**src/design/id_pkg.sv**
```systemverilog
// decode stage package: widths, field types and opcode constants of the rv64 subset
package id_pkg;

  localparam int XLEN     = 64;
  localparam int NUM_REGS = 32;

  typedef logic [XLEN-1:0] xlen_t;
  typedef logic [XLEN-1:0] pc_t;
  typedef logic [31:0]     inst_t;
  typedef logic [4:0]      reg_addr_t;
  typedef logic [2:0]      mem_op_t;   // funct3 of the load/store
  typedef logic [2:0]      br_func_t;  // funct3 of the branch

  typedef enum logic [1:0] {
    alu_add,
    alu_sub,
    alu_copy_b
  } alu_op_t;

  typedef enum logic [1:0] {
    src2_rs2,
    src2_imm,
    src2_four  // link address for jal/jalr
  } alu_src2_t;

  // major opcodes
  localparam logic [6:0] OPC_OP_IMM = 7'b0010011;
  localparam logic [6:0] OPC_OP     = 7'b0110011;
  localparam logic [6:0] OPC_LUI    = 7'b0110111;
  localparam logic [6:0] OPC_AUIPC  = 7'b0010111;
  localparam logic [6:0] OPC_JAL    = 7'b1101111;
  localparam logic [6:0] OPC_JALR   = 7'b1100111;
  localparam logic [6:0] OPC_BRANCH = 7'b1100011;
  localparam logic [6:0] OPC_LOAD   = 7'b0000011;
  localparam logic [6:0] OPC_STORE  = 7'b0100011;

  // branch conditions
  localparam br_func_t BR_BEQ  = 3'b000;
  localparam br_func_t BR_BNE  = 3'b001;
  localparam br_func_t BR_BLT  = 3'b100;
  localparam br_func_t BR_BGE  = 3'b101;
  localparam br_func_t BR_BLTU = 3'b110;
  localparam br_func_t BR_BGEU = 3'b111;

endpackage

```
**src/design/id_branch_unit.sv**
```systemverilog
// branch unit: resolves conditional branches and jumps and forms the redirect target
`timescale 1ns/10ps

module id_branch_unit (
  input  logic             i_ds_valid,
  input  logic             i_bren,
  input  id_pkg::br_func_t i_br_func,
  input  logic             i_jal,
  input  logic             i_jalr,
  input  id_pkg::xlen_t    i_rs1_data,
  input  id_pkg::xlen_t    i_rs2_data,
  input  id_pkg::pc_t      i_pc,
  input  id_pkg::xlen_t    i_imm,
  output logic             o_br_taken,
  output id_pkg::pc_t      o_br_target
);

  logic        cond;
  id_pkg::pc_t jalr_sum;

  always_comb begin
    case (i_br_func)
      id_pkg::BR_BEQ:  cond = (i_rs1_data == i_rs2_data);
      id_pkg::BR_BNE:  cond = (i_rs1_data != i_rs2_data);
      id_pkg::BR_BLT:  cond = ($signed(i_rs1_data) <  $signed(i_rs2_data));
      id_pkg::BR_BGE:  cond = ($signed(i_rs1_data) >= $signed(i_rs2_data));
      id_pkg::BR_BLTU: cond = (i_rs1_data <  i_rs2_data);
      id_pkg::BR_BGEU: cond = (i_rs1_data >= i_rs2_data);
      default:         cond = 1'b0;
    endcase
  end

  assign jalr_sum = i_rs1_data + i_imm;

  assign o_br_taken  = i_ds_valid && (i_jal || i_jalr || (i_bren && cond));
  assign o_br_target = i_jalr ? {jalr_sum[63:1], 1'b0} // lsb cleared per isa
                              : i_pc + i_imm;

endmodule

```
**src/design/id_bypass.sv**
```systemverilog
// operand bypass: newest matching result from execute, memory or write-back
`timescale 1ns/10ps

module id_bypass (
  input  id_pkg::reg_addr_t i_rs1,
  input  id_pkg::reg_addr_t i_rs2,
  input  id_pkg::xlen_t     i_rf_rdata1,
  input  id_pkg::xlen_t     i_rf_rdata2,
  input  id_pkg::reg_addr_t i_es_rd,
  input  id_pkg::xlen_t     i_es_result,
  input  id_pkg::reg_addr_t i_ms_rd,
  input  id_pkg::xlen_t     i_ms_result,
  input  id_pkg::reg_addr_t i_ws_rd,
  input  id_pkg::xlen_t     i_ws_result,
  output id_pkg::xlen_t     o_rs1_data,
  output id_pkg::xlen_t     o_rs2_data
);

  // execute is youngest, so it is checked first
  function automatic id_pkg::xlen_t pick(input id_pkg::reg_addr_t rs,
                                         input id_pkg::xlen_t     rf_data);
    if (i_es_rd != '0 && rs == i_es_rd) begin
      return i_es_result;
    end else if (i_ms_rd != '0 && rs == i_ms_rd) begin
      return i_ms_result;
    end else if (i_ws_rd != '0 && rs == i_ws_rd) begin
      return i_ws_result;
    end
    return rf_data;
  endfunction

  assign o_rs1_data = pick(i_rs1, i_rf_rdata1);
  assign o_rs2_data = pick(i_rs2, i_rf_rdata2);

endmodule

```
**src/design/id_decoder.sv**
```systemverilog
// instruction decoder: register fields, immediates and control for the base-integer subset
`timescale 1ns/10ps

module id_decoder (
  input  id_pkg::inst_t     i_inst,
  output id_pkg::reg_addr_t o_rs1,
  output id_pkg::reg_addr_t o_rs2,
  output id_pkg::reg_addr_t o_rd,
  output id_pkg::xlen_t     o_imm,
  output logic              o_bren,
  output id_pkg::br_func_t  o_br_func,
  output logic              o_jal,
  output logic              o_jalr,
  output logic              o_gpr_wen,
  output logic              o_mem_ren,
  output logic              o_mem_wen,
  output id_pkg::mem_op_t   o_mem_op,
  output logic              o_load_sel,
  output id_pkg::alu_op_t   o_alu_op,
  output logic              o_alu_src1_pc,
  output id_pkg::alu_src2_t o_alu_src2,
  output logic              o_invalid_inst
);

  logic [6:0]    opcode;
  logic [2:0]    funct3;
  logic [6:0]    funct7;
  id_pkg::xlen_t imm_i;
  id_pkg::xlen_t imm_s;
  id_pkg::xlen_t imm_b;
  id_pkg::xlen_t imm_u;
  id_pkg::xlen_t imm_j;

  assign opcode = i_inst[6:0];
  assign funct3 = i_inst[14:12];
  assign funct7 = i_inst[31:25];

  assign o_rs1     = i_inst[19:15];
  assign o_rs2     = i_inst[24:20];
  assign o_rd      = i_inst[11:7];
  assign o_br_func = funct3;

  assign imm_i = {{52{i_inst[31]}}, i_inst[31:20]};
  assign imm_s = {{52{i_inst[31]}}, i_inst[31:25], i_inst[11:7]};
  assign imm_b = {{52{i_inst[31]}}, i_inst[7], i_inst[30:25], i_inst[11:8], 1'b0};
  assign imm_u = {{32{i_inst[31]}}, i_inst[31:12], 12'b0};
  assign imm_j = {{44{i_inst[31]}}, i_inst[19:12], i_inst[20], i_inst[30:21], 1'b0};

  always_comb begin
    o_imm          = '0;
    o_bren         = 1'b0;
    o_jal          = 1'b0;
    o_jalr         = 1'b0;
    o_gpr_wen      = 1'b0;
    o_mem_ren      = 1'b0;
    o_mem_wen      = 1'b0;
    o_mem_op       = '0;
    o_load_sel     = 1'b0;
    o_alu_op       = id_pkg::alu_add;
    o_alu_src1_pc  = 1'b0;
    o_alu_src2     = id_pkg::src2_rs2;
    o_invalid_inst = 1'b0;
    case (opcode)
      id_pkg::OPC_OP_IMM: begin // addi only
        if (funct3 == 3'b000) begin
          o_gpr_wen  = 1'b1;
          o_alu_src2 = id_pkg::src2_imm;
          o_imm      = imm_i;
        end else begin
          o_invalid_inst = 1'b1;
        end
      end
      id_pkg::OPC_OP: begin
        if (funct3 == 3'b000 && funct7 == 7'b0000000) begin
          o_gpr_wen = 1'b1;
        end else if (funct3 == 3'b000 && funct7 == 7'b0100000) begin
          o_gpr_wen = 1'b1;
          o_alu_op  = id_pkg::alu_sub;
        end else begin
          o_invalid_inst = 1'b1;
        end
      end
      id_pkg::OPC_LUI: begin
        o_gpr_wen  = 1'b1;
        o_alu_op   = id_pkg::alu_copy_b;
        o_alu_src2 = id_pkg::src2_imm;
        o_imm      = imm_u;
      end
      id_pkg::OPC_AUIPC: begin
        o_gpr_wen     = 1'b1;
        o_alu_src1_pc = 1'b1;
        o_alu_src2    = id_pkg::src2_imm;
        o_imm         = imm_u;
      end
      id_pkg::OPC_JAL: begin // rd gets pc + 4
        o_jal         = 1'b1;
        o_gpr_wen     = 1'b1;
        o_alu_src1_pc = 1'b1;
        o_alu_src2    = id_pkg::src2_four;
        o_imm         = imm_j;
      end
      id_pkg::OPC_JALR: begin
        if (funct3 == 3'b000) begin
          o_jalr        = 1'b1;
          o_gpr_wen     = 1'b1;
          o_alu_src1_pc = 1'b1;
          o_alu_src2    = id_pkg::src2_four;
          o_imm         = imm_i;
        end else begin
          o_invalid_inst = 1'b1;
        end
      end
      id_pkg::OPC_BRANCH: begin
        if (funct3 inside {id_pkg::BR_BEQ, id_pkg::BR_BNE, id_pkg::BR_BLT,
                           id_pkg::BR_BGE, id_pkg::BR_BLTU, id_pkg::BR_BGEU}) begin
          o_bren = 1'b1;
          o_imm  = imm_b;
        end else begin
          o_invalid_inst = 1'b1;
        end
      end
      id_pkg::OPC_LOAD: begin
        if (funct3 != 3'b111) begin // lb..ld, lbu, lhu, lwu
          o_gpr_wen  = 1'b1;
          o_mem_ren  = 1'b1;
          o_load_sel = 1'b1;
          o_mem_op   = funct3;
          o_alu_src2 = id_pkg::src2_imm;
          o_imm      = imm_i;
        end else begin
          o_invalid_inst = 1'b1;
        end
      end
      id_pkg::OPC_STORE: begin
        if (!funct3[2]) begin // sb, sh, sw, sd
          o_mem_wen  = 1'b1;
          o_mem_op   = funct3;
          o_alu_src2 = id_pkg::src2_imm;
          o_imm      = imm_s;
        end else begin
          o_invalid_inst = 1'b1;
        end
      end
      default: o_invalid_inst = 1'b1;
    endcase
  end

endmodule

```
**src/design/id_gpr_file.sv**
```systemverilog
// general register file: 32 x 64, two combinational reads and one clocked write
`timescale 1ns/10ps

module id_gpr_file (
  input  logic              i_clk,
  input  logic              i_rst_n,
  input  id_pkg::reg_addr_t i_raddr1,
  input  id_pkg::reg_addr_t i_raddr2,
  input  logic              i_wen,
  input  id_pkg::reg_addr_t i_waddr,
  input  id_pkg::xlen_t     i_wdata,
  output id_pkg::xlen_t     o_rdata1,
  output id_pkg::xlen_t     o_rdata2
);

  id_pkg::xlen_t regs [id_pkg::NUM_REGS];

  always_ff @(posedge i_clk or negedge i_rst_n) begin
    if (!i_rst_n) begin
      for (int i = 0; i < id_pkg::NUM_REGS; i++) begin
        regs[i] <= '0;
      end
    end else if (i_wen && i_waddr != '0) begin // x0 is hardwired
      regs[i_waddr] <= i_wdata;
    end
  end

  assign o_rdata1 = (i_raddr1 == '0) ? '0 : regs[i_raddr1];
  assign o_rdata2 = (i_raddr2 == '0) ? '0 : regs[i_raddr2];

  a_rdata1_known: assert property (@(posedge i_clk) disable iff (!i_rst_n)
    !$isunknown(i_raddr1) |-> !$isunknown(o_rdata1));

endmodule

```
**src/design/id_stage_ctrl.sv**
```systemverilog
// decode stage control with the valid flag, instruction register, allowin and hazard stalls
`timescale 1ns/10ps

module id_stage_ctrl (
  input  logic              i_clk,
  input  logic              i_rst_n,
  input  logic              i_fs_valid,
  input  id_pkg::inst_t     i_fs_inst,
  input  id_pkg::pc_t       i_fs_pc,
  input  logic              i_es_allowin,
  input  logic              i_es_load_sel,
  input  id_pkg::reg_addr_t i_es_rd,
  input  id_pkg::reg_addr_t i_rs1,
  input  id_pkg::reg_addr_t i_rs2,
  input  logic              i_br_taken,
  output logic              o_ds_allowin,
  output logic              o_ds_valid,
  output logic              o_ds_to_es_valid,
  output id_pkg::inst_t     o_inst,
  output id_pkg::pc_t       o_pc,
  output logic              o_br_stall
);

  logic          ds_valid;
  logic          ds_ready_go;
  logic          load_stall;
  id_pkg::inst_t inst_r;
  id_pkg::pc_t   pc_r;

  // load in execute still owes a source operand
  assign load_stall = i_es_load_sel && ((i_es_rd == i_rs1) || (i_es_rd == i_rs2));

  assign ds_ready_go      = !load_stall;
  assign o_ds_allowin     = !ds_valid || (ds_ready_go && i_es_allowin);
  assign o_ds_to_es_valid = ds_valid && ds_ready_go;
  assign o_br_stall       = i_br_taken && load_stall; // target built from stale operands
  assign o_ds_valid       = ds_valid;
  assign o_inst           = inst_r;
  assign o_pc             = pc_r;

  always_ff @(posedge i_clk or negedge i_rst_n) begin
    if (!i_rst_n) begin
      ds_valid <= 1'b0;
    end else if (o_ds_allowin) begin
      ds_valid <= i_fs_valid;
    end
  end

  always_ff @(posedge i_clk) begin
    if (i_fs_valid && o_ds_allowin) begin
      inst_r <= i_fs_inst;
      pc_r   <= i_fs_pc;
    end
  end

  // redirect stall only from an instruction held in the stage
  a_stall_valid: assert property (@(posedge i_clk) disable iff (!i_rst_n)
    o_br_stall |-> ds_valid);

  // a held instruction stays put until the stage lets the next one in
  a_hold: assert property (@(posedge i_clk) disable iff (!i_rst_n)
    !o_ds_allowin |=> ds_valid && $stable(inst_r) && $stable(pc_r));

endmodule

```
**src/design/id_stage_top.sv**
```systemverilog
// decode stage top: joins stage control, decoder, register file, bypass and branch unit
`timescale 1ns/10ps

module id_stage_top (
  input  logic              i_clk,
  input  logic              i_rst_n,
  // from fetch
  input  logic              i_fs_valid,
  input  id_pkg::inst_t     i_fs_inst,
  input  id_pkg::pc_t       i_fs_pc,
  output logic              o_ds_allowin,
  // to execute
  input  logic              i_es_allowin,
  output logic              o_ds_to_es_valid,
  output id_pkg::xlen_t     o_rs1_data,
  output id_pkg::xlen_t     o_rs2_data,
  output id_pkg::xlen_t     o_imm,
  output id_pkg::pc_t       o_pc,
  output id_pkg::reg_addr_t o_rd,
  output logic              o_gpr_wen,
  output logic              o_mem_ren,
  output logic              o_mem_wen,
  output id_pkg::mem_op_t   o_mem_op,
  output logic              o_load_sel,
  output id_pkg::alu_op_t   o_alu_op,
  output logic              o_alu_src1_pc,
  output id_pkg::alu_src2_t o_alu_src2,
  output logic              o_invalid_inst,
  // write back port
  input  logic              i_rf_wen,
  input  id_pkg::reg_addr_t i_rf_waddr,
  input  id_pkg::xlen_t     i_rf_wdata,
  // bypass and load-use
  input  logic              i_es_load_sel,
  input  id_pkg::reg_addr_t i_es_rd,
  input  id_pkg::xlen_t     i_es_result,
  input  id_pkg::reg_addr_t i_ms_rd,
  input  id_pkg::xlen_t     i_ms_result,
  input  id_pkg::reg_addr_t i_ws_rd,
  input  id_pkg::xlen_t     i_ws_result,
  // to fetch
  output logic              o_br_taken,
  output logic              o_br_stall,
  output id_pkg::pc_t       o_br_target
);

  logic              ds_valid;
  id_pkg::inst_t     ds_inst;
  id_pkg::reg_addr_t rs1;
  id_pkg::reg_addr_t rs2;
  id_pkg::xlen_t     rf_rdata1;
  id_pkg::xlen_t     rf_rdata2;
  logic              bren;
  id_pkg::br_func_t  br_func;
  logic              jal;
  logic              jalr;

  id_stage_ctrl u_ctrl (
    .i_clk            (i_clk),
    .i_rst_n          (i_rst_n),
    .i_fs_valid       (i_fs_valid),
    .i_fs_inst        (i_fs_inst),
    .i_fs_pc          (i_fs_pc),
    .i_es_allowin     (i_es_allowin),
    .i_es_load_sel    (i_es_load_sel),
    .i_es_rd          (i_es_rd),
    .i_rs1            (rs1),
    .i_rs2            (rs2),
    .i_br_taken       (o_br_taken),
    .o_ds_allowin     (o_ds_allowin),
    .o_ds_valid       (ds_valid),
    .o_ds_to_es_valid (o_ds_to_es_valid),
    .o_inst           (ds_inst),
    .o_pc             (o_pc),
    .o_br_stall       (o_br_stall)
  );

  id_decoder u_decoder (
    .i_inst         (ds_inst),
    .o_rs1          (rs1),
    .o_rs2          (rs2),
    .o_rd           (o_rd),
    .o_imm          (o_imm),
    .o_bren         (bren),
    .o_br_func      (br_func),
    .o_jal          (jal),
    .o_jalr         (jalr),
    .o_gpr_wen      (o_gpr_wen),
    .o_mem_ren      (o_mem_ren),
    .o_mem_wen      (o_mem_wen),
    .o_mem_op       (o_mem_op),
    .o_load_sel     (o_load_sel),
    .o_alu_op       (o_alu_op),
    .o_alu_src1_pc  (o_alu_src1_pc),
    .o_alu_src2     (o_alu_src2),
    .o_invalid_inst (o_invalid_inst)
  );

  id_gpr_file u_gpr (
    .i_clk    (i_clk),
    .i_rst_n  (i_rst_n),
    .i_raddr1 (rs1),
    .i_raddr2 (rs2),
    .i_wen    (i_rf_wen),
    .i_waddr  (i_rf_waddr),
    .i_wdata  (i_rf_wdata),
    .o_rdata1 (rf_rdata1),
    .o_rdata2 (rf_rdata2)
  );

  id_bypass u_bypass (
    .i_rs1       (rs1),
    .i_rs2       (rs2),
    .i_rf_rdata1 (rf_rdata1),
    .i_rf_rdata2 (rf_rdata2),
    .i_es_rd     (i_es_rd),
    .i_es_result (i_es_result),
    .i_ms_rd     (i_ms_rd),
    .i_ms_result (i_ms_result),
    .i_ws_rd     (i_ws_rd),
    .i_ws_result (i_ws_result),
    .o_rs1_data  (o_rs1_data),
    .o_rs2_data  (o_rs2_data)
  );

  id_branch_unit u_bru (
    .i_ds_valid  (ds_valid),
    .i_bren      (bren),
    .i_br_func   (br_func),
    .i_jal       (jal),
    .i_jalr      (jalr),
    .i_rs1_data  (o_rs1_data),
    .i_rs2_data  (o_rs2_data),
    .i_pc        (o_pc),
    .i_imm       (o_imm),
    .o_br_taken  (o_br_taken),
    .o_br_target (o_br_target)
  );

endmodule

```
**config.mk**
```make
export PLATFORM = sky130hd
export DESIGN_NAME = id_stage_top
export DESIGN_NICKNAME = d
export VERILOG_FILES = /design/src/design/id_pkg.sv /design/src/design/id_branch_unit.sv /design/src/design/id_bypass.sv /design/src/design/id_decoder.sv /design/src/design/id_gpr_file.sv /design/src/design/id_stage_ctrl.sv /design/src/design/id_stage_top.sv
export SDC_FILE = /design/constraint.sdc
export NUM_CORES = 2
export LEC_CHECK = 0
export BUFFER_PORTS_ARGS = -buffer_cell sky130_fd_sc_hd__buf_2
export CAP_MARGIN = 0
export CELL_PAD_IN_SITES_DETAIL_PLACEMENT = 1
export CELL_PAD_IN_SITES_GLOBAL_PLACEMENT = 1
export CORE_MARGIN = 1.5
export CORE_UTILIZATION = 40
export CTS_CLUSTER_DIAMETER = 60
export DETAILED_ROUTE_END_ITERATION = 16
export PLACE_DENSITY_LB_ADDON = 0.3
export SLEW_MARGIN = 20
export SYNTH_ARGS = -nofsm -noshare
export SYNTH_HDL_FRONTEND = slang
export SYNTH_SLANG_ARGS = --single-unit
```
**constraint.sdc**
```tcl
create_clock -name i_clk -period 11.7 [get_ports i_clk]
set_clock_uncertainty 0.2 [all_clocks]
set_input_delay 0.585 -clock i_clk [delete_from_list [all_inputs] [get_ports i_clk]]
set_output_delay 0.585 -clock i_clk [all_outputs]
set_load 0.01 [all_outputs]
```
Word level (Yosys, flattened, before mapping)
Cells that the tools add are included.
W data, S select, Z words.
{ "word_totals": {"output_inout_bits": 342, "elab_cells": 173, "ff_bits": 2145, "inputBits": 378} }
{ "classes": {"mux": 63, "order_cmp": 8, "bitwise": 3, "add_sub_neg": 2, "n_eq_ne": 26, "n_reduce_logical": 36} }
{ "op_table": {"columns": ["operator", "count"], "rows": [
  ["$bwmux W2048", 1],
  ["$mux W64", 20],
  ["$bmux W64 S5", 2],
  ["$pmux W64 S6", 1],
  ["$demux W64 S5", 1],
  ["$add A64 B64 Y64", 2],
  ["$ge A64 B64 Y1", 2],
  ["$lt A64 B64 Y1", 2],
  ["$eq A64 B64 Y1", 1],
  ["$ne A64 B64 Y1", 1],
  ["$eq A5 B5 Y1", 8],
  ["$eq A7 B6 Y1 const B", 4],
  ["$mux W1", 27],
  ["$eq A7 B7 Y1 const B", 3],
  ["$reduce_bool A5 Y1", 4],
  ["$ge A6 B6 Y1 const B", 3],
  ["$not A5 Y6", 3],
  ["$logic_and A1 B1 Y1", 17],
  ["$eq A7 B5 Y1 const B", 2],
  ["$eq A3 B3 Y1 const B", 4],
  ["$pmux W1 S6", 2],
  ["$pmux W2 S6", 1],
  ["$logic_not A5 Y1", 2],
  ["$eq A7 B2 Y1 const B", 1],
  ["16 further kinds", 24]
]} }

Depth between registers and ports, before layout
{ "depth": {"word_depth": 12, "ltp_mapped": 26, "ltp_nobuf": 22} }

Hierarchy
A second synthesis with hierarchy kept.
{ "hier_totals": {"hier_cells": 9556, "hier_area_um2": 126655.2} }
{ "modules_own_cells": {"columns": ["mod", "instances", "area_per_inst_um2", "cells_per_inst", "seq_area_each_um2"], "rows": [
  ["id_gpr_file", 1, 108072.4, 7073, 51249.2],
  ["id_branch_unit", 1, 9497.9, 1411, 0.0],
  ["id_bypass", 1, 4764.6, 789, 0.0],
  ["id_stage_ctrl", 1, 3078.0, 120, 2907.8],
  ["id_decoder", 1, 1242.4, 163, 0.0]
]} }

Worst setup path before layout
No wires, ideal clock.
{ "synth_timing": {"path_type": "reg-to-output", "start": "register u_ctrl.inst_r[3] (netlist: u_ctrl.o_inst[3])", "end": "output o_br_target[62]", "t_arrival_ps": 8445, "t_required_ps": 10915, "path_stages_with_launch": 18, "n_path_buf": 0, "setup_slack_ps": 2470, "path_cell_list": "edfxtp_1 -> nand3b_1 -> a2111oi_0 -> nor2_1 -> nand3_1 -> nor2_1 -> nor2_1 -> ha_1 -> and3_1 -> nand2_2 -> or4b_4 -> o31ai_4 -> a41o_2 -> o31a_4 -> a41o_1 -> o21ai_2 -> or4_1 -> a32oi_1"} }
{ "synth_via": {"elab_chain_len": 5, "word_cells_on_any_way": 15, "cone_classes": "2 x add/sub; 8 x eq/ne; 3 x mux; 2 x reduce/logical"} }
{ "synth_lines": {"columns": ["item", "line_no", "text"], "rows": [
  ["start, declared", "id_stage_ctrl.sv:27", "id_pkg::inst_t inst_r;"],
  ["start signal, assigned", "id_stage_ctrl.sv:51", "inst_r <= i_fs_inst;"],
  ["$eq A7 B5 Y1, or another cell as far along", "id_decoder.sv:63", "case (opcode)"],
  ["$reduce_or A2 Y1 (no line)", null, null],
  ["$pmux W64 S6 *", "id_decoder.sv:63", null],
  ["net o_imm[31]", "id_stage_top.sv:17", "output id_pkg::xlen_t o_imm,"],
  ["$add A64 B64 Y64 (on tied branches)", "id_branch_unit.sv:37, id_branch_unit.sv:33", null],
  ["$mux W64 *", "id_branch_unit.sv:36", "assign o_br_target = i_jalr ? {jalr_sum[63:1], 1'b0}"],
  ["end, declared", "id_stage_top.sv:44", "output id_pkg::pc_t o_br_target"]
]} }
The timed path passes the listed nets; every way through them passes the cells marked *.

Worst setup path in the final report
{ "layout_timing": {"start": "register u_ctrl.inst_r[17] (netlist: u_ctrl.o_inst[17])", "end": "output o_br_target[59]"} }
{ "layout_via": {"elab_chain_len": 8, "word_cells_on_any_way": 22, "cone_classes": "2 x add/sub; 3 x eq/ne; 12 x mux; 1 x bitwise; 4 x reduce/logical"} }
{ "layout_lines": {"columns": ["item", "line_no", "text"], "rows": [
  ["$not A5 Y6 (not written as such) or $eq A5 B5 Y1 (tied branches)", "id_gpr_file.sv:28, id_bypass.sv:26", null],
  ["$bmux W64 S5 or $logic_and A1 B1 Y1 (tied branches)", "id_gpr_file.sv:28, id_bypass.sv:26", null],
  ["$mux W64 (not written as such) or $mux W1 (tied branches)", "id_gpr_file.sv:28, id_bypass.sv:26", null],
  ["$mux W64 (not written as such) or $mux W1 (tied branches)", "id_gpr_file.sv:28, id_bypass.sv:24", null],
  ["$mux W64 or $mux W1 (tied branches)", "id_gpr_file.sv:28, id_bypass.sv:22", null],
  ["$mux W64", "id_bypass.sv:29", "return rf_data;"],
  ["$add A64 B64 Y64", "id_branch_unit.sv:33", "assign jalr_sum = i_rs1_data + i_imm;"],
  ["$mux W64 *", "id_branch_unit.sv:36", null]
]} }
Mark *: on every way between the ends. The rest lies on a longest branch, timed or not. The select of a mux whose other input is x is not followed.

==> qor.log <==
qor: outcome.status complete, no violations
qor: worst_setup_path.r2r_slack 7.12 ns
qor: min_path.hold_path.startpoint i_es_allowin
qor: worst_setup_path.worst_r2r_startpoint u_ctrl.o_inst[16]
qor: sta.period_needed 10.78 ns
qor: clock_network.clk_pin_slew 0.06 ns
qor: clock_network.cts_root_buffer sky130_fd_sc_hd__clkbuf_16
qor: routing.drt_drc_violations_left 0
qor: clock_network.number_of_h_tree_levels 4
qor: worst_setup_path.path_max_fanout 39
qor: grt.globalRouteTotalUtil 32.5%
qor: synth.synthDistinctLibCells 89
qor: die.floorplan.initialDensity 40.3%
qor: power_and_ir_drop.worst_ir_drop_vdd 140 uV
qor: worst_setup_path.kind_of_critical_path flip-flop to output pin
qor: clock_network.cts_buffers 240
qor: sta.achievable-frequency 0.0928 GHz
qor: finish.final_cell_mix sky130_fd_sc_hd__mux2_2 (2098), sky130_fd_sc_hd__dfrtp_1 (2049), sky130_fd_sc_hd__mux4_2 (968)
qor: synth.synth_flop_cell sky130_fd_sc_hd__dfrtp_1
qor: min_path.min_path_type primary input to flip-flop
qor: placement.gp_congestion 0.982
qor: routing.post_drt_wl_per_cell 37.2 um
qor: sta.finalSetupViolations 0
qor: synth.synth.ff_latch_count 2145
qor: finish.layout.area.seq 54200 um2
qor: worst_setup_path.critical_path_top_delay_cell sky130_fd_sc_hd__nor3_1
qor: die.top_level_ports 720
qor: clock_network.clockBufferDepth 4
qor: synth.seq_area_frac_synth 43.5%
qor: sta.max-slew-margin-rel 5.75%
qor: die.die_height 561 um
qor: power_and_ir_drop.power.density_cell_area 168 nW/um2
qor: die.rows 204
qor: synth.syn-num-nets 9818
qor: min_path.hold-path-endpoint u_ctrl.o_ds_valid
qor: worst_setup_path.crit_arrival 9.99 ns
qor: finish.multi_input_comb_area 66500 um2
qor: worst_setup_path.worst_path_largest_cell_delay 0.86 ns
qor: die.dieArea 315000 um2
qor: run.max_cap_viol_count 0
qor: finish.layout.filler_cells 30995
qor: die.chipWidth 561 um
qor: placement.dp.cells 13327
qor: routing.drt_iter0_markers 8415
qor: grt.grt_first_pass_wirelength 736 mm
qor: synth.postSynth.asyncResetShare 95.5%
qor: routing.post_drt_via_cell_ratio 6.54
qor: routing.wl 518 mm
qor: die.area_of_the_placeable_core 309000 um2
qor: synth.synth.yosys.warnings 0
qor: routing.drt-pass1-iter-count 5
qor: clock_network.clkLatencyLatePin 0.94 ns
qor: power_and_ir_drop.power.static_leakage 0.0621 uW
qor: clock_network.cts_tree yes
qor: synth.synth_area 125000 um2
qor: sta.drv_slew 0
qor: min_path.worst_hold_path.num_cells 4
qor: clock_network.cts.sinks 2145
qor: synth.synth_edf_count 96
qor: sta.fin_tns_setup 0 ns
qor: placement.numPortBuffers 719
qor: grt.grt_remaining_overflow 0
qor: finish.area.growth.synth_to_final 13.3%
qor: grt.number_of_antenna_violations_at_the_first_check_in_global_routing 142
qor: grt.grt_pass1_vias 95908
qor: synth.syn_avg_cell_area 13.5 um2
qor: sta.final.period_utilization 92.1%
qor: placement.post-dp-hpwl 338 mm
qor: worst_setup_path.timing.critical_path.required 10.92 ns
qor: sta.worst_pin_slew 1.37 ns
qor: worst_setup_path.worst_setup_path_start_kind flip-flop
qor: worst_setup_path.critPathCaptureType output pin
qor: routing.num_vias 90985
qor: finish.layout.cells.most_common sky130_fd_sc_hd__mux2_2
qor: finish.post_layout_nonfiller_instances 13907
qor: grt.grt_max_degree 178
qor: synth.syn-instance-count 9249
qor: finish.nNetsFinal 10118
qor: worst_setup_path.critical_path.most_common_cell sky130_fd_sc_hd__a21oi_1
qor: worst_setup_path.path_cells buf_4 > or2_4 > buf_4 > buf_4 > o221ai_1 > a21oi_1 > nor2_1 > a21oi_1 > o221ai_1 > ha_1 > a21oi_1 > o21ai_1 > o311ai_1 > a21oi_1 > a21o_1 > a211o_1 > nor3_1 > buf_4 > nor2_1 > a21oi_1 > o21ai_0 > xnor2_1 > o21ai_0 > buf_2
qor: worst_setup_path.rr_worst_depth 10
qor: sta.hold_violations 0
qor: finish.post_route_cells_drive_above_1_share 46.1%
qor: routing.route.antenna.remaining_nets 0
qor: worst_setup_path.rr_endpoint u_ctrl.o_inst[21]
qor: sta.rsz0062_at_grt false
==> power by group <==
part,switching (uW),internal [uW]
Combinational,3020,3040
Clock,3280,4490
Sequential,1080,8840
==> cells by family after synthesis <==
family	share of synthesized area, %
multiplexers	39.6
flip-flops	43.5
AO/OA/AOI/OAI	7.75
buffers and inverters	3.46
AND/OR/NAND/NOR	2.80
adder cells (fa/ha/maj)	1.93
XOR/XNOR	1.03
==> worst max path at each step <==
stage,startpoint,to,slack [ns],cells after the start
floorplan,u_ctrl.o_inst[3],o_br_target[62],2.47,17
global placement,u_ctrl.o_inst[15],o_br_target[59],2.26,24
detailed placement,u_ctrl.o_inst[17],o_br_target[59],2.31,24
CTS,u_ctrl.o_inst[17],o_br_target[59],1.31,24
global route,u_ctrl.o_inst[17],o_br_target[59],1.07,24
finish,u_ctrl.o_inst[17],o_br_target[59],0.92,24
==> cells in the mapped netlist (all sizes together) (91+ instances only) <==
| cell type | count | area [um2] |
|---|---|---|
| o21ai | 259 | 1300 |
| o221ai | 169 | 1490 |
| nor2 | 203 | 764 |
| dfrtp | 2049 | 51300 |
| mux4 | 968 | 21800 |
| a21oi | 444 | 2230 |
| a22oi | 131 | 983 |
| inv | 103 | 387 |
| clkbuf | 786 | 2950 |
| nand2 | 224 | 843 |
| xnor2 | 91 | 797 |
| ha | 189 | 2360 |
| mux2i | 388 | 3880 |
| buf | 202 | 978 |
| o22ai | 104 | 651 |
| mux2 | 2098 | 23600 |
| a21o | 146 | 1100 |
| edfxtp | 96 | 2880 |
==> timing repair <==
item,in CTS,in global routing
setup buffers,0,0
hold buffers,98,0
gates resized for setup,0,0
hold endpoints to repair,220,0
==> metal layers <==
| layer | vias to the layer above | share of wire (%) | global-route usage (%) |
|---|---|---|---|
| met5 | - | 0.085 | 0 |
| met3 | 1177 | 7.6 | 7.28 |
| met4 | 70 | 6.5 | 18.5 |
| li1 | 36338 | - | - |
| met2 | 3939 | 46 | 50.9 |
| met1 | 49461 | 40 | 41.7 |
==> worst max-delay path: cells and delay by family (launching register included) <==
family	cells	cell delay [ns]
simple gates	4	1.75
fa+ha+maj	1	0.53
compound gates	13	4.08
flops	1	0.37
xor+xnor	1	0.44
buf+inv	5	1.78
==> through the flow <==
stage / total power (uW) / hold WS [ns] / utilization (%) / cell area, um2 / setup WS (ns)
6_report: 23800 / 0.0638 / 45.6 / 141000 / 0.924
5_1_grt: 24600 / 0.0822 / 45.6 / 141000 / 1.07
4_1_cts: 23700 / 0.00653 / 45.6 / 141000 / 1.31
3_5_place_dp: 15900 / 0.186 / 42.7 / 132000 / 2.31
3_3_place_gp: 15600 / 0.178 / 42.6 / 132000 / 2.26
2_1_floorplan: 13500 / 0.0894 / - / 125000 / 2.47
==> registers in the layout, indices dropped and copies added (netlist names) <==
name               count
u_gpr.regs          2048
u_ctrl.o_pc           64
u_ctrl.o_inst         32
u_ctrl.o_ds_valid      1
==> area by class of cell <==
cell class	instances	area share (%)
antenna	50	0.0886
clock buffer	350	4.95
clock inverter	80	0.666
inverter	103	0.274
multi-input combinational	6013	47.1
sequential	2145	38.4
tap	4120	3.65
timing repair buffer	1046	4.88
Power figures use the tool's default switching activity.
